==> src/include/synth_params.svh <==
`ifndef SYNTH_PARAMS_SVH
`define SYNTH_PARAMS_SVH

// phase accumulator width, sets pitch resolution
`define SYN_PHASE_W 24

// signed audio sample width
`define SYN_SAMPLE_W 16

// dac resolution, also the pwm period in bits
`define SYN_PWM_W 12

// playable note range, A0 up to B8
`define SYN_NOTE_LO 21
`define SYN_NOTE_HI 119

// octave held in the semitone table (notes 108..119)
`define SYN_TOP_OCTAVE 9
`define SYN_SEMITONES 12

// quarter-wave sine table depth
`define SYN_SINE_DEPTH 64

// pitch bend byte meaning no bend
`define SYN_BEND_CENTER 64

`endif

==> src/synth_pkg.sv <==
`default_nettype none

package synth_pkg;

	// midi status nibbles this voice reacts to
	typedef enum logic [3:0] {
		NOTE_OFF   = 4'h8,
		NOTE_ON    = 4'h9,
		PITCH_BEND = 4'hE
	} midi_status_e;

	// waveform picked by the level input
	typedef enum logic [1:0] {
		SQUARE   = 2'd0,
		SAW      = 2'd1,
		SINE     = 2'd2,
		TRIANGLE = 2'd3
	} wave_sel_e;

	// note on / note off layout
	typedef struct packed {
		logic [7:0] pad;
		logic [3:0] status;
		logic [3:0] channel;
		logic [7:0] note;
		logic [7:0] velocity;
	} note_msg_t;

	// pitch bend layout, only the coarse byte is used
	typedef struct packed {
		logic [7:0] pad;
		logic [3:0] status;
		logic [3:0] channel;
		logic [7:0] lsb;
		logic [7:0] bend;
	} bend_msg_t;

	// one message word, two ways to read it
	typedef union packed {
		note_msg_t note_msg;
		bend_msg_t bend_msg;
	} midi_word_t;

endpackage

`default_nettype wire

==> src/midi_voice_ctrl.sv <==
`timescale 1ns/1ns
`default_nettype none

`include "synth_params.svh"

module midi_voice_ctrl import synth_pkg::*; (
	input  logic                    clock,
	input  logic                    reset,
	input  midi_word_t              midi_word,
	input  logic                    midi_valid,
	input  logic [`SYN_PHASE_W-1:0] base_inc,
	input  logic                    inc_ready,
	output logic [7:0]              note,
	output logic                    note_load,
	output logic                    voice_on,
	output logic [`SYN_PHASE_W-1:0] phase_inc,
	output logic                    phase_clear
);

	// decoded message fields
	logic [7:0] msg_note;
	logic       in_range;
	logic       is_on;
	logic       is_off;
	logic       is_bend;

	// matching note-off, one cycle behind the message
	logic       off_hit;

	// bend state and bent increment math
	logic [7:0]              bend_byte;
	logic [`SYN_PHASE_W-1:0] base_hold;
	logic [`SYN_PHASE_W-1:0] base_sel;
	logic signed [8:0]       bend_off;
	logic signed [31:0]      bend_prod;
	logic signed [31:0]      bend_delta;

	always_comb begin
		msg_note = midi_word.note_msg.note;
		in_range = (msg_note >= `SYN_NOTE_LO) && (msg_note <= `SYN_NOTE_HI);
		is_on = 1'b0;
		is_off = 1'b0;
		is_bend = 1'b0;
		if (midi_valid) begin
			case (midi_word.note_msg.status)
				NOTE_ON: begin
					// velocity 0 is the running-status form of note-off
					if (midi_word.note_msg.velocity != 8'd0) begin
						is_on = in_range;
					end else begin
						is_off = in_range;
					end
				end
				NOTE_OFF: begin
					is_off = in_range;
				end
				PITCH_BEND: begin
					is_bend = 1'b1;
				end
				default: begin
					// other statuses fall through untouched
					is_bend = 1'b0;
				end
			endcase
		end
	end

	// new base increment wins in the cycle it shows up
	assign base_sel = inc_ready ? base_inc : base_hold;

	// delta = (b - 64) * (base / 16) / 64, truncating toward zero
	always_comb begin
		bend_off = $signed({1'b0, bend_byte}) - $signed(9'(`SYN_BEND_CENTER));
		bend_prod = bend_off * $signed({8'd0, base_sel >> 4});
		bend_delta = bend_prod / 32'sd64;
	end

	// phase restart rides on the same pulse as the table lookup
	assign phase_clear = note_load;

	always_ff @(posedge clock) begin
		if (reset) begin
			note <= 8'd0;
			note_load <= 1'b0;
			off_hit <= 1'b0;
			voice_on <= 1'b0;
			bend_byte <= 8'(`SYN_BEND_CENTER);
			base_hold <= '0;
			phase_inc <= '0;
		end else begin
			note_load <= is_on;
			// only the sounding note may release the voice
			off_hit <= is_off && (msg_note == note);
			if (is_on) begin
				note <= msg_note;
			end
			// gate follows the decode pulses, so it moves at N+1
			if (note_load) begin
				voice_on <= 1'b1;
			end else if (off_hit) begin
				voice_on <= 1'b0;
			end
			if (is_bend) begin
				bend_byte <= midi_word.bend_msg.bend;
			end
			if (inc_ready) begin
				base_hold <= base_inc;
			end
			// recomputed every cycle, bend or note both land here
			phase_inc <= base_sel + bend_delta[`SYN_PHASE_W-1:0];
		end
	end

endmodule

`default_nettype wire

==> src/pitch_table.sv <==
`timescale 1ns/1ns
`default_nettype none

`include "synth_params.svh"

module pitch_table (
	input  logic                    clock,
	input  logic                    reset,
	input  logic [7:0]              note,
	input  logic                    note_load,
	output logic [`SYN_PHASE_W-1:0] base_inc,
	output logic                    inc_ready
);

	logic [7:0]              rem;
	logic [3:0]              octave;
	logic [3:0]              shift;
	logic [`SYN_PHASE_W-1:0] top_inc;

	// note / 12 and note % 12 without a divider
	always_comb begin
		rem = note;
		octave = 4'd0;
		for (int i = 0; i < `SYN_TOP_OCTAVE; i++) begin
			if (rem >= 8'(`SYN_SEMITONES)) begin
				rem = rem - 8'(`SYN_SEMITONES);
				octave = octave + 4'd1;
			end
		end
		shift = 4'(`SYN_TOP_OCTAVE) - octave;
	end

	// octave 9 increments, f * 2^24 / 48 kHz
	always_comb begin
		case (rem[3:0])
			4'd0:    top_inc = 24'd1463116;
			4'd1:    top_inc = 24'd1550118;
			4'd2:    top_inc = 24'd1642292;
			4'd3:    top_inc = 24'd1739948;
			4'd4:    top_inc = 24'd1843411;
			4'd5:    top_inc = 24'd1953026;
			4'd6:    top_inc = 24'd2069159;
			4'd7:    top_inc = 24'd2192197;
			4'd8:    top_inc = 24'd2322552;
			4'd9:    top_inc = 24'd2460658;
			4'd10:   top_inc = 24'd2606977;
			4'd11:   top_inc = 24'd2761996;
			default: top_inc = '0;
		endcase
	end

	always_ff @(posedge clock) begin
		if (note_load) begin
			base_inc <= top_inc >> shift;
		end
	end

	// ready pulse lines up with the registered entry
	always_ff @(posedge clock) begin
		if (reset) begin
			inc_ready <= 1'b0;
		end else begin
			inc_ready <= note_load;
		end
	end

endmodule

`default_nettype wire

==> src/pwm_dac.sv <==
`timescale 1ns/1ns
`default_nettype none

`include "synth_params.svh"

module pwm_dac (
	input  logic                     clock,
	input  logic                     reset,
	input  logic [`SYN_SAMPLE_W-1:0] sample,
	input  logic                     sample_valid,
	output logic                     pwm_out
);

	localparam int S = `SYN_SAMPLE_W;
	localparam int W = `SYN_PWM_W;

	// newest sample, duty only picks it up at the wrap
	logic [S-1:0] held;
	logic [W-1:0] count;
	logic [W-1:0] duty;

	always_ff @(posedge clock) begin
		if (reset) begin
			held <= '0;
			count <= '0;
			duty <= '0;
		end else begin
			if (sample_valid) begin
				held <= sample;
			end
			// free running, one full period is 2^12 clocks
			count <= count + 1'b1;
			// signed to offset binary, keep the top bits
			if (&count) begin
				duty <= {~held[S-1], held[S-2:S-W]};
			end
		end
	end

	// high for duty clocks out of each period
	assign pwm_out = (count < duty);

endmodule

`default_nettype wire

==> src/synth_voice_top.sv <==
`timescale 1ns/1ns
`default_nettype none

`include "synth_params.svh"

module synth_voice_top import synth_pkg::*; (
	input  logic                            clock,
	input  logic                            reset,
	input  midi_word_t                      midi_word,
	input  logic                            midi_valid,
	input  wave_sel_e                       wave_sel,
	input  logic                            sample_tick,
	output logic signed [`SYN_SAMPLE_W-1:0] sample,
	output logic                            sample_valid,
	output logic                            note_active,
	output logic                            pwm_out
);

	// control to pitch lookup
	logic [7:0]              note;
	logic                    note_load;
	logic [`SYN_PHASE_W-1:0] base_inc;
	logic                    inc_ready;

	// control to oscillator
	logic [`SYN_PHASE_W-1:0] phase_inc;
	logic                    voice_on;
	logic                    phase_clear;

	midi_voice_ctrl i_midi_voice_ctrl (
		.clock       (clock),
		.reset       (reset),
		.midi_word   (midi_word),
		.midi_valid  (midi_valid),
		.base_inc    (base_inc),
		.inc_ready   (inc_ready),
		.note        (note),
		.note_load   (note_load),
		.voice_on    (voice_on),
		.phase_inc   (phase_inc),
		.phase_clear (phase_clear)
	);

	pitch_table i_pitch_table (
		.clock     (clock),
		.reset     (reset),
		.note      (note),
		.note_load (note_load),
		.base_inc  (base_inc),
		.inc_ready (inc_ready)
	);

	wave_oscillator i_wave_oscillator (
		.clock        (clock),
		.reset        (reset),
		.sample_tick  (sample_tick),
		.voice_on     (voice_on),
		.phase_clear  (phase_clear),
		.phase_inc    (phase_inc),
		.wave_sel     (wave_sel),
		.sample       (sample),
		.sample_valid (sample_valid)
	);

	// sample also feeds the on-board audio pwm
	pwm_dac i_pwm_dac (
		.clock        (clock),
		.reset        (reset),
		.sample       (sample),
		.sample_valid (sample_valid),
		.pwm_out      (pwm_out)
	);

	// gate level seen from outside
	assign note_active = voice_on;

endmodule

`default_nettype wire

==> src/wave_oscillator.sv <==
`timescale 1ns/1ns
`default_nettype none

`include "synth_params.svh"

module wave_oscillator import synth_pkg::*; (
	input  logic                     clock,
	input  logic                     reset,
	input  logic                     sample_tick,
	input  logic                     voice_on,
	input  logic                     phase_clear,
	input  logic [`SYN_PHASE_W-1:0]  phase_inc,
	input  wave_sel_e                wave_sel,
	output logic [`SYN_SAMPLE_W-1:0] sample,
	output logic                     sample_valid
);

	localparam int P = `SYN_PHASE_W;
	localparam int S = `SYN_SAMPLE_W;

	// first quadrant, sin((2i+1) * pi / 256) * 32767
	localparam logic [15:0] QTR_SINE [`SYN_SINE_DEPTH] = '{
		16'd402,   16'd1206,  16'd2009,  16'd2811,  16'd3612,  16'd4410,  16'd5205,  16'd5998,
		16'd6786,  16'd7571,  16'd8351,  16'd9126,  16'd9896,  16'd10659, 16'd11417, 16'd12167,
		16'd12910, 16'd13645, 16'd14372, 16'd15090, 16'd15800, 16'd16499, 16'd17189, 16'd17869,
		16'd18537, 16'd19195, 16'd19841, 16'd20475, 16'd21096, 16'd21705, 16'd22301, 16'd22884,
		16'd23452, 16'd24007, 16'd24547, 16'd25072, 16'd25582, 16'd26077, 16'd26556, 16'd27019,
		16'd27466, 16'd27896, 16'd28310, 16'd28706, 16'd29085, 16'd29447, 16'd29791, 16'd30117,
		16'd30424, 16'd30714, 16'd30985, 16'd31237, 16'd31470, 16'd31685, 16'd31880, 16'd32057,
		16'd32213, 16'd32351, 16'd32469, 16'd32567, 16'd32646, 16'd32705, 16'd32745, 16'd32765
	};

	logic [P-1:0]   phase;
	logic           tick_d;
	logic [5:0]     sine_idx;
	logic [15:0]    sine_mag;
	logic [S-2:0]   tri_fold;
	logic [S-1:0]   shaped;
	logic [S-1:0]   sample_reg;

	always_comb begin
		// second and fourth quadrants run the table backwards
		sine_idx = phase[P-2] ? ~phase[P-3:P-8] : phase[P-3:P-8];
		sine_mag = QTR_SINE[sine_idx];
		// fold the lower 15 bits so the ramp comes back down
		tri_fold = phase[P-1] ? ~phase[P-2:P-S] : phase[P-2:P-S];
		case (wave_sel)
			SQUARE:   shaped = {phase[P-1], {(S-1){~phase[P-1]}}};
			SAW:      shaped = {~phase[P-1], phase[P-2:P-S]};
			SINE:     shaped = phase[P-1] ? -sine_mag : sine_mag;
			TRIANGLE: shaped = {~tri_fold[S-2], tri_fold[S-3:0], 1'b0};
			default:  shaped = '0;
		endcase
	end

	always_ff @(posedge clock) begin
		if (reset) begin
			phase <= '0;
			tick_d <= 1'b0;
			sample_reg <= '0;
			sample_valid <= 1'b0;
		end else begin
			// silent voice parks the phase at zero
			if (phase_clear || !voice_on) begin
				phase <= '0;
			end else if (sample_tick) begin
				phase <= phase + phase_inc;
			end
			tick_d <= sample_tick;
			sample_valid <= tick_d;
			// shape the phase one cycle after it moved
			if (!voice_on) begin
				sample_reg <= '0;
			end else if (tick_d) begin
				sample_reg <= shaped;
			end
		end
	end

	// covers the cycle between gate drop and the register clearing
	assign sample = voice_on ? sample_reg : '0;

endmodule

`default_nettype wire
==> config.mk <==
export PLATFORM = sky130hd
export DESIGN_NAME = synth_voice_top
export DESIGN_NICKNAME = d
export VERILOG_FILES = /design/src/synth_pkg.sv /design/src/midi_voice_ctrl.sv /design/src/pitch_table.sv /design/src/pwm_dac.sv /design/src/synth_voice_top.sv /design/src/wave_oscillator.sv
export VERILOG_INCLUDE_DIRS = /design/src /design/src/include
export SDC_FILE = /design/constraint.sdc
export NUM_CORES = 1
export LEC_CHECK = 0
export BUFFER_PORTS_ARGS = -buffer_cell sky130_fd_sc_hd__buf_2
export CAP_MARGIN = 20
export CORE_MARGIN = 5
export CORE_UTILIZATION = 51
export DETAILED_ROUTE_END_ITERATION = 12
export HOLD_SLACK_MARGIN = 0.02
export PLACE_DENSITY = 0.7
export SYNTH_ARGS = -nofsm -noshare
export SYNTH_HDL_FRONTEND = slang
export SYNTH_SLANG_ARGS = --single-unit
==> constraint.sdc <==
create_clock -name clock -period 13.1 [get_ports clock]
set_input_delay 0 -clock clock [delete_from_list [all_inputs] [get_ports clock]]
set_output_delay 0 -clock clock [all_outputs]
set_load 0.005 [all_outputs]
==> tab_implementation.tex, run 1 <==
\begin{tabular}{lr}
\hline
Metric & Value \\
\hline
\multicolumn{2}{l}{\textbf{Place}} \\
\quad Routability cong. & 0.949 \\
\quad Instance area at placement & 20900 µm² \\
\quad Port bufs & 44 \\
\quad Post-Place Cells & 2993 \\
\quad Detailed placement HPWL & 40.7 mm \\
\quad Post-Place Worst Slack & 0.190 ns \\
\multicolumn{2}{l}{\textbf{STA}} \\
\quad Worst Skew & 0.0104 ns \\
\quad Actual slew at the worst max-slew pin & 1.11 ns \\
\quad Number of pins exceeding their max-slew limit in the final report & 0 \\
\quad Post-route clock period utilization & 92.3\% \\
\quad Worst hold slack & 0.102 ns \\
\quad Worst-case headroom to the max-slew limit & 25.5\% \\
\quad FMAX & 82.7 MHz \\
\quad Final setup vio count & 0 \\
\quad Final hold violation count & 0 \\
\quad Worst Setup Slack, final & 1.01 ns \\
\quad Final critical delay including setup and external delays & 12.09 ns \\
\multicolumn{2}{l}{\textbf{Drt}} \\
\quad Final routed DRC violation total & 0 \\
\quad Post-detailed-routing wire length & 52.6 mm \\
\quad Average vias per placed instance & 5.85 \\
\quad Vias & 17853 \\
\quad Wire length per cell & 17.2 µm \\
\quad First-pass iteration count of the detailed router & 6 \\
\quad Antenna violation net count after detailed routing & 0 \\
\quad DRT iter0 DRCs & 1323 \\
\multicolumn{2}{l}{\textbf{Clock network}} \\
\quad Maximum clock path buffer count & 2 \\
\quad CTS Buf Count & 17 \\
\quad Clock sink count & 168 \\
\quad Clock slew at reported path FFs & 0.07 ns \\
\quad Count of H-tree levels built during CTS & 4 \\
\quad Clock tree from TritonCTS & done \\
\quad Skew-Pair Late Insertion Delay & 0.45 ns \\
\quad Root buffer selected by CTS & sky130\_fd\_sc\_hd\_\_clkbuf\_16 \\
\multicolumn{2}{l}{\textbf{Final layout}} \\
\quad Finished Layout Cells & 3053 \\
\quad Ant. Diodes & 0 \\
\quad Layout Area Growth over Synthesis & 8.20\% \\
\quad Layout Nets & 2847 \\
\quad Layout filler cell count & 3666 \\
\quad Ratio of cells with drive above 1 in the final layout & 10.2\% \\
\quad Biggest registers after layout & i\_midi\_voice\_ctrl.base\_hold x24, i\_midi\_voice\_ctrl.phase\_inc x24, i\_wave\_oscillator.phase x24 \\
\quad Final standard cell area without fillers & 21900 µm² \\
\multicolumn{2}{l}{\textbf{Worst setup path}} \\
\quad Arr. time, crit path & 12.27 ns \\
\quad Type of element capturing the critical path & flip-flop \\
\quad Critical path's slowest cell & sky130\_fd\_sc\_hd\_\_mux2\_2 \\
\quad Worst Path Max Fanout & 17 \\
\quad Slowest stage delay, CP & 0.47 ns \\
\quad Worst Path Class, Setup & flip-flop to flip-flop \\
\quad Data required time of the worst path & 13.28 ns \\
\quad Startpoint types & flip-flop \\
\quad Crit path top cell by count & sky130\_fd\_sc\_hd\_\_ha\_1 \\
\multicolumn{2}{l}{\textbf{Synth}} \\
\quad Synth async-reset ratio & 0\% \\
\quad Synthesized-area fraction occupied by ao, oa, aoi and oai cells & 20.5\% \\
\quad Adder-cell share of the synthesized area & 23.0\% \\
\quad Proportion of synthesized chip area in sequential cells & 17.7\% \\
\quad Total nets after synthesis & 2838 \\
\quad Top cell type by total area after synthesis & sky130\_fd\_sc\_hd\_\_dfxtp\_1 \\
\quad Synthesized-area fraction occupied by xor and xnor cells & 5.03\% \\
\quad Number of warning messages in the yosys log & 0 \\
\quad Share of synthesized area spent on multiplexers & 7.01\% \\
\quad Leading register cell type out of synthesis & sky130\_fd\_sc\_hd\_\_dfxtp\_1 \\
\quad Area share of and/or/nand/nor cells after synthesis & 19.4\% \\
\quad Dominant combinational cell family by area after synthesis & adder cells \\
\quad Synth top area share & 14.5\% \\
\quad Number of synthesized flops with an enable pin & 22 \\
\quad Count of distinct cell types in the synthesized netlist & 114 \\
\quad Cells taking the most area after synthesis & sky130\_fd\_sc\_hd\_\_dfxtp\_1, sky130\_fd\_sc\_hd\_\_fa\_1, sky130\_fd\_sc\_hd\_\_ha\_1, sky130\_fd\_sc\_hd\_\_mux2i\_1, sky130\_fd\_sc\_hd\_\_nor2\_1 \\
\quad Summed instance area of the synthesized netlist & 20200 µm² \\
\quad Syn Area/Cell & 8.07 µm² \\
\quad Number of instances in the synthesized netlist & 2506 \\
\quad FF+latch count, synth & 168 \\
\multicolumn{2}{l}{\textbf{Floorplanning}} \\
\quad Placeable core region & 39500 µm² \\
\quad Die X & 209 µm \\
\quad Starting utilization of the core area & 51.2\% \\
\quad Std-Cell Rows & 73 \\
\quad Die extent in y & 209 µm \\
\quad Die ar. & 43700 µm² \\
\quad I/O pin count & 57 \\
\multicolumn{2}{l}{\textbf{Global route}} \\
\quad All-layer global routing usage & 23.8\% \\
\quad Routing usage on met2 & 39.6\% \\
\quad Met3 usage & 2.48\% \\
\quad Pin count of the biggest net entering global routing & 70 \\
\quad Aggregate global routing overflow & 0 \\
\quad Global-route layer with the greatest usage & met2 \\
\quad Antenna violations before repair & 0 \\
\quad Global-route met1 utilization & 32.0\% \\
\quad Via count of the first global-routing pass & 17325 \\
\quad First-pass GRT wire length & 87.6 mm \\
\multicolumn{2}{l}{\textbf{Power and ir drop}} \\
\quad Static leakage & 0.00967 µW \\
\quad Peak VDD IR & 0.000390 V \\
\quad Post-route total power & 4170 µW \\
\quad Power Dens Cells & 191 nW/µm² \\
\multicolumn{2}{l}{\textbf{Hold path}} \\
\quad Type of the most critical hold path & primary input to flip-flop \\
\multicolumn{2}{l}{\textbf{Job}} \\
\quad Count of maximum capacitance violations & 0 \\
\multicolumn{2}{l}{\textbf{Run status}} \\
\quad Result of the run & completed \\
\hline
\end{tabular}
[synth_stat cells, types with 28 or more instances]
cell type	instances
sky130_fd_sc_hd__a21oi_1	158
sky130_fd_sc_hd__nor3_1	54
sky130_fd_sc_hd__ha_1	164
sky130_fd_sc_hd__o21ai_0	126
sky130_fd_sc_hd__nand2b_1	40
sky130_fd_sc_hd__nor2b_1	31
sky130_fd_sc_hd__and2_1	79
sky130_fd_sc_hd__mux2i_1	108
sky130_fd_sc_hd__nand3_1	48
sky130_fd_sc_hd__inv_1	205
sky130_fd_sc_hd__xnor2_1	75
sky130_fd_sc_hd__fa_1	130
sky130_fd_sc_hd__nor2_1	250
sky130_fd_sc_hd__clkbuf_1	96
sky130_fd_sc_hd__a211oi_1	28
sky130_fd_sc_hd__nand2_1	243
sky130_fd_sc_hd__xor2_1	30
sky130_fd_sc_hd__a31oi_1	29
sky130_fd_sc_hd__dfxtp_1	146
[metrics by stage]
stage                     utilization [%]  setup TNS [ns]
after CTS                            55.1               0
after global routing                 55.4       -0.000481
after global placement               53.0               0
after floorplan                         -               0
final                                55.4               0
after detailed placement             53.0               0
[worst max-delay path, delay by kind of cell, from the launching register on]
| family | cells | cell delay (ns) |
|---|---|---|
| buffers and inverters | 8 | 0.98 |
| AND/OR/NAND/NOR | 10 | 2.16 |
| AO/OA/AOI/OAI | 11 | 2.24 |
| flip-flops | 1 | 0.40 |
| adder cells (fa/ha/maj) | 10 | 2.29 |
| XOR/XNOR | 7 | 1.26 |
| multiplexers | 8 | 2.50 |
[path summary, 6_finish.rpt]
path / cells after the start / end / startpoint / slack [ns]
min reg2reg: 1 / i_midi_voice_ctrl.voice_on / i_midi_voice_ctrl.off_hit / 0.42
max: 54 / i_pitch_table.base_inc[6] / i_midi_voice_ctrl.note[3] / 1.01
min: 4 / i_midi_voice_ctrl.off_hit / midi_word[15] / 0.10
max reg2reg: 54 / i_pitch_table.base_inc[6] / i_midi_voice_ctrl.note[3] / 1.01
[area by class of cell]
class	count	area [µm²]	share of cell area, %
Clock buffer	17	425	1.94
Clock inverter	15	185	0.847
Inverter	234	891	4.07
Multi-Input combinational cell	1973	15200	69.7
Sequential cell	168	3590	16.4
Tap cell	525	657	3.00
Timing Repair Buffer	121	882	4.03
[per-layer routing]
layer	wire length (µm)	vias to the layer above	share of wire, %
li1	-	8715	-
met1	23800	8626	45
met2	25100	415	48
met3	1890	97	3.6
met4	1780	0	3.4
met5	0	-	0
[kinds of logic after synthesis]
kind of cell	Yosys count
AO/OA/AOI/OAI	602
XOR/XNOR	111
adder cells (fa/ha/maj)	294
buffers and inverters	365
flip-flops	168
multiplexers	136
AND/OR/NAND/NOR	830
[power by group]
group / internal (µW) / total (µW) / switching (µW)
combinational: 1140 / 2990 / 1850
clock: 304 / 535 / 231
sequential: 635 / 642 / 6.76
[cells in the final DEF, fill, tap and decap left out, drive strengths merged, types with 14 or more instances in the layout]
cell         count
xnor2           79
ha             164
o21ai          138
mux2i          109
o211ai          29
a21oi          162
clkinv          17
a21boi          23
fa             130
nor3            56
nand2          247
mux2            26
a31oi           30
dfxtp          146
nor2           252
and2            79
clkbuf          17
nand3           48
a221oi          15
dlygate4sd3     23
inv            226
a21o            17
nand2b          40
nor2b           31
a22oi           14
xor2            32
and3            19
edfxtp          22
buf             98
o22ai           20
a211oi          32
[what timing repair did]
item / in CTS / in global routing
setup buffers: 0 / 4
setup endpoints to repair: 0 / 29
endpoints found under the hold margin: 51 / 0
gates resized for setup: 0 / 37
hold buffers: 23 / 0
No activity file was read; power rests on OpenSTA's default activity.
==> inputs of run 2 (changes only) <==
--- a/config.mk
+++ b/config.mk
@@ -8,11 +8,13 @@
 export LEC_CHECK = 0
 export BUFFER_PORTS_ARGS = -buffer_cell sky130_fd_sc_hd__buf_2
 export CAP_MARGIN = 20
+export CORE_ASPECT_RATIO = 0.75
 export CORE_MARGIN = 5
-export CORE_UTILIZATION = 51
+export CORE_UTILIZATION = 38
 export DETAILED_ROUTE_END_ITERATION = 12
+export GPL_TIMING_DRIVEN = 0
 export HOLD_SLACK_MARGIN = 0.02
-export PLACE_DENSITY = 0.7
+export PLACE_DENSITY = 0.55
 export SYNTH_ARGS = -nofsm -noshare
 export SYNTH_HDL_FRONTEND = slang
 export SYNTH_SLANG_ARGS = --single-unit
==> run 2 against run 1 <==
  * Global-route usage is 3.7 points lower
  * Register-to-register slack worse by 0.43 ns
  * Via count is 3.2% higher
  * Non-clock buffer count is 95 higher
  * Utilization is 12 points lower
  * Critical path depth is 9 higher
  * Routed wire length is 14% higher
  * First-iteration DRC count is 33% higher
  * Maximum frequency is 3.4% lower
  * Critical path type unchanged
  * Largest power group unchanged
==> tab_implementation.tex, run 2 (synthesis gave the netlist of run 1 again) <==
\begin{tabular}{lr}
\hline
Metric & Value \\
\hline
\multicolumn{2}{l}{\textbf{Floorplanning}} \\
\quad Die ar. & 58000 µm² (+33\%) \\
\quad Die X & 276 µm (+32\%) \\
\quad I/O pin count & 57 (unchanged) \\
\quad Std-Cell Rows & 73 (unchanged) \\
\quad Placeable core region & 52800 µm² (+34\%) \\
\quad Die extent in y & 210 µm (+0.31\%) \\
\quad Starting utilization of the core area & 38.3\% (-13 points) \\
\multicolumn{2}{l}{\textbf{Worst setup path}} \\
\quad Arr. time, crit path & 12.68 ns (+0.41 ns) \\
\quad Worst Path Class, Setup & flip-flop to flip-flop \\
\quad Reg2Reg Capture Point & i\_pitch\_table.base\_inc[2] \\
\quad Startpoint types & flip-flop \\
\quad Type of element capturing the critical path & flip-flop \\
\quad Slowest stage delay, CP & 0.41 ns (-0.06 ns) \\
\quad Worst reg2reg path startpoint & i\_midi\_voice\_ctrl.note[2] \\
\quad Number of logic stages on the critical path including buffering & 63 (+17\%) \\
\quad Buffers \& Inverters on Critical Path & 15 (+7) \\
\quad Endpoint of the worst setup timing path & i\_pitch\_table.base\_inc[2] \\
\quad Reg2reg setup slack & 0.58 ns (-0.43 ns) \\
\quad Cell family contributing the most delay on the critical path & simple AND/OR/NAND/NOR gates \\
\quad Worst Path Max Fanout & 14 (-3) \\
\quad Worst Setup SP & i\_midi\_voice\_ctrl.note[2] \\
\quad Data required time of the worst path & 13.26 ns (-0.02 ns) \\
\quad Critical path's slowest cell & sky130\_fd\_sc\_hd\_\_mux2\_2 \\
\quad Worst reg-to-reg path cell count & 63 (+17\%) \\
\multicolumn{2}{l}{\textbf{STA}} \\
\quad Final critical delay including setup and external delays & 12.52 ns (+0.430 ns) \\
\quad Actual slew at the worst max-slew pin & 1.10 ns (-0.0145 ns) \\
\quad Final setup vio count & 0 (unchanged) \\
\quad Final hold violation count & 0 (unchanged) \\
\quad Worst hold slack & 0.0368 ns (-0.0650 ns) \\
\quad Total negative slack & 0 ns (unchanged) \\
\quad FMAX & 79.9 MHz (-3.4\%) \\
\quad Worst Setup Slack, final & 0.577 ns (-0.430 ns) \\
\quad Worst Skew & 0.0137 ns (+0.00334 ns) \\
\quad Post-route clock period utilization & 95.6\% (+3.3 points) \\
\quad Worst-case headroom to the max-slew limit & 26.1\% (+0.56 points) \\
\quad Number of pins exceeding their max-slew limit in the final report & 0 (unchanged) \\
\multicolumn{2}{l}{\textbf{Drt}} \\
\quad Final routed DRC violation total & 0 (unchanged) \\
\quad Vias & 18423 (+3.2\%) \\
\quad First-pass iteration count of the detailed router & 5 (-1) \\
\quad Antenna violation net count after detailed routing & 0 (unchanged) \\
\quad Post-detailed-routing wire length & 60.0 mm (+14\%) \\
\quad DRT iter0 DRCs & 1754 (+33\%) \\
\quad Average vias per placed instance & 5.52 (-5.6\%) \\
\quad Wire length per cell & 18.0 µm (+4.5\%) \\
\multicolumn{2}{l}{\textbf{Final layout}} \\
\quad Layout Nets & 2942 (+3.3\%) \\
\quad Multi-input gate area & 15600 µm² (+2.2\%) \\
\quad Combined flip-flop and latch cell area & 3590 µm² (-0.10\%) \\
\quad Biggest registers after layout & i\_midi\_voice\_ctrl.base\_hold x24, i\_midi\_voice\_ctrl.phase\_inc x24, i\_wave\_oscillator.phase x24 \\
\quad Most common cell after layout, fill and taps aside & sky130\_fd\_sc\_hd\_\_nor2\_1 \\
\quad Layout Area Growth over Synthesis & 12.9\% \\
\quad Ratio of cells with drive above 1 in the final layout & 11.1\% (+0.89 points) \\
\quad Post-Route Utilization & 43.2\% (-12 points) \\
\quad Layout filler cell count & 5385 (+47\%) \\
\quad Most frequent cells in the layout & sky130\_fd\_sc\_hd\_\_nor2\_1, sky130\_fd\_sc\_hd\_\_nand2\_1, sky130\_fd\_sc\_hd\_\_inv\_1 \\
\multicolumn{2}{l}{\textbf{Power and ir drop}} \\
\quad Net Switching & 2220 µW (+6.5\%) \\
\quad Peak VDD IR & 0.000276 V (-29\%) \\
\quad Power Dens Cells & 193 nW/µm² (+1.5\%) \\
\quad Post-route total power & 4410 µW (+5.9\%) \\
\quad Sequential fraction of design power & 14.5\% (-0.9 points) \\
\quad Static leakage & 0.00984 µW (+1.7\%) \\
\quad Switching fraction of total power & 50.3\% (+0.29 points) \\
\quad Clock share of power & 11.9\% (-0.9 points) \\
\quad Combinational Power Share & 73.7\% (+1.9 points) \\
\quad Total internal power & 2190 µW (+5.3\%) \\
\multicolumn{2}{l}{\textbf{Place}} \\
\quad Post-Place Worst Slack & -2.61 ns (-2.80 ns) \\
\quad Port bufs & 43 (-2.3\%) \\
\quad Routability cong. & 0.915 (-3.5\%) \\
\quad Detailed placement HPWL & 47.7 mm (+17\%) \\
\multicolumn{2}{l}{\textbf{Run status}} \\
\quad Result of the run & completed \\
\multicolumn{2}{l}{\textbf{Clock network}} \\
\quad Skew-Pair Late Insertion Delay & 0.44 ns (about the same) \\
\quad Clock slew at reported path FFs & 0.07 ns (about the same) \\
\quad Clock tree from TritonCTS & done \\
\quad Count of H-tree levels built during CTS & 4 (unchanged) \\
\quad Maximum clock path buffer count & 2 (unchanged) \\
\quad Root buffer selected by CTS & sky130\_fd\_sc\_hd\_\_clkbuf\_16 \\
\quad CTS Buf Count & 17 (unchanged) \\
\quad Clock sink count & 168 (unchanged) \\
\multicolumn{2}{l}{\textbf{Global route}} \\
\quad First-pass GRT wire length & 96.1 mm (+9.7\%) \\
\quad Via count of the first global-routing pass & 17539 (+1.2\%) \\
\quad Antenna violations before repair & 0 (unchanged) \\
\quad Pin count of the biggest net entering global routing & 25 (-64\%) \\
\quad All-layer global routing usage & 20.0\% (-3.7 points) \\
\quad Aggregate global routing overflow & 0 (unchanged) \\
\multicolumn{2}{l}{\textbf{Job}} \\
\quad Count of maximum capacitance violations & 0 (unchanged) \\
\multicolumn{2}{l}{\textbf{Hold path}} \\
\quad Type of the most critical hold path & primary input to flip-flop \\
\hline
\end{tabular}
run 2: cell count changes in the layout (fill, tap and decap cells not counted), moves of 4 or more:
cell,previous run,this run
sky130_fd_sc_hd__clkinv_8,0,4
sky130_fd_sc_hd__buf_1,0,12
sky130_fd_sc_hd__clkbuf_4,0,6
sky130_fd_sc_hd__clkbuf_1,0,85
sky130_fd_sc_hd__dlygate4sd3_1,23,18
sky130_fd_sc_hd__buf_6,1,10
sky130_fd_sc_hd__o21ai_0,120,116
sky130_fd_sc_hd__buf_4,53,35
sky130_fd_sc_hd__ha_1,161,157
sky130_fd_sc_hd__xnor2_4,0,5
sky130_fd_sc_hd__mux2i_1,105,99
sky130_fd_sc_hd__mux2i_4,1,6
sky130_fd_sc_hd__buf_2,43,48
run 2: timing repair:
action,CTS,global route
resized for setup,46,79
hold endpoints to repair,19,0
hold buffers,18,0
setup endpoints to repair,34,31
setup buffers,18,9
pin swaps,10,15
run 2: cell type report:
class	instances	share of cell area, %
multi-input combinational	1973	68.3
clock inverter	14	0.784
antenna	1	0.0110
tap	712	3.90
timing repair buffer	90	2.79
sequential	168	15.7
buffer	126	2.63
clock buffer	18	1.92
inverter	234	3.95
run 2: power groups by stage:
| stage | clock (µW) | combinational [µW] | sequential (µW) |
|---|---|---|---|
| final | 523 | 3250 | 639 |
| after detailed placement | 0 | 2940 | 651 |
| after CTS | 532 | 3080 | 639 |
| after global placement | 0 | 2940 | 651 |
| after floorplan | 0 | 2230 | 649 |
| after global routing | 559 | 3500 | 640 |
run 2: layer usage:
layer	vias to the layer above	wire (µm)	GRT usage, %
met1	8851	31300	32.2
li1	8915	-	-
met5	-	0	0
met4	0	604	2.91
met3	53	3900	3.06
met2	604	24300	28.6
run 2: worst min path at each step:
stage / endpoint / cells past startpoint / startpoint
finish: i_pitch_table.inc_ready / 2 / reset
floorplan: i_midi_voice_ctrl.bend_byte[6] / 1 / midi_word[6]
global placement: i_midi_voice_ctrl.bend_byte[1] / 3 / midi_word[1]
global route: i_midi_voice_ctrl.bend_byte[7] / 4 / midi_word[20]
CTS: i_pitch_table.inc_ready / 2 / reset
detailed placement: i_midi_voice_ctrl.bend_byte[4] / 3 / midi_word[4]
run 2: worst reg2reg max path, delay by kind of cell, from the launching register on:
kind	cells	cell delay (ns)
simple gates	14	2.54
buf+inv	15	2.23
mux	7	2.08
fa+ha+maj	10	2.02
compound gates	10	1.79
xor+xnor	7	1.22
flops	1	0.35
run 2: stage by stage:
stage                     cell area (µm²)  cells
final                               22800   3336
after detailed placement            21300   3261
after CTS                           22400   3324
after global placement              21300   3261
after floorplan                     20200   2506
after global routing                22800   3335
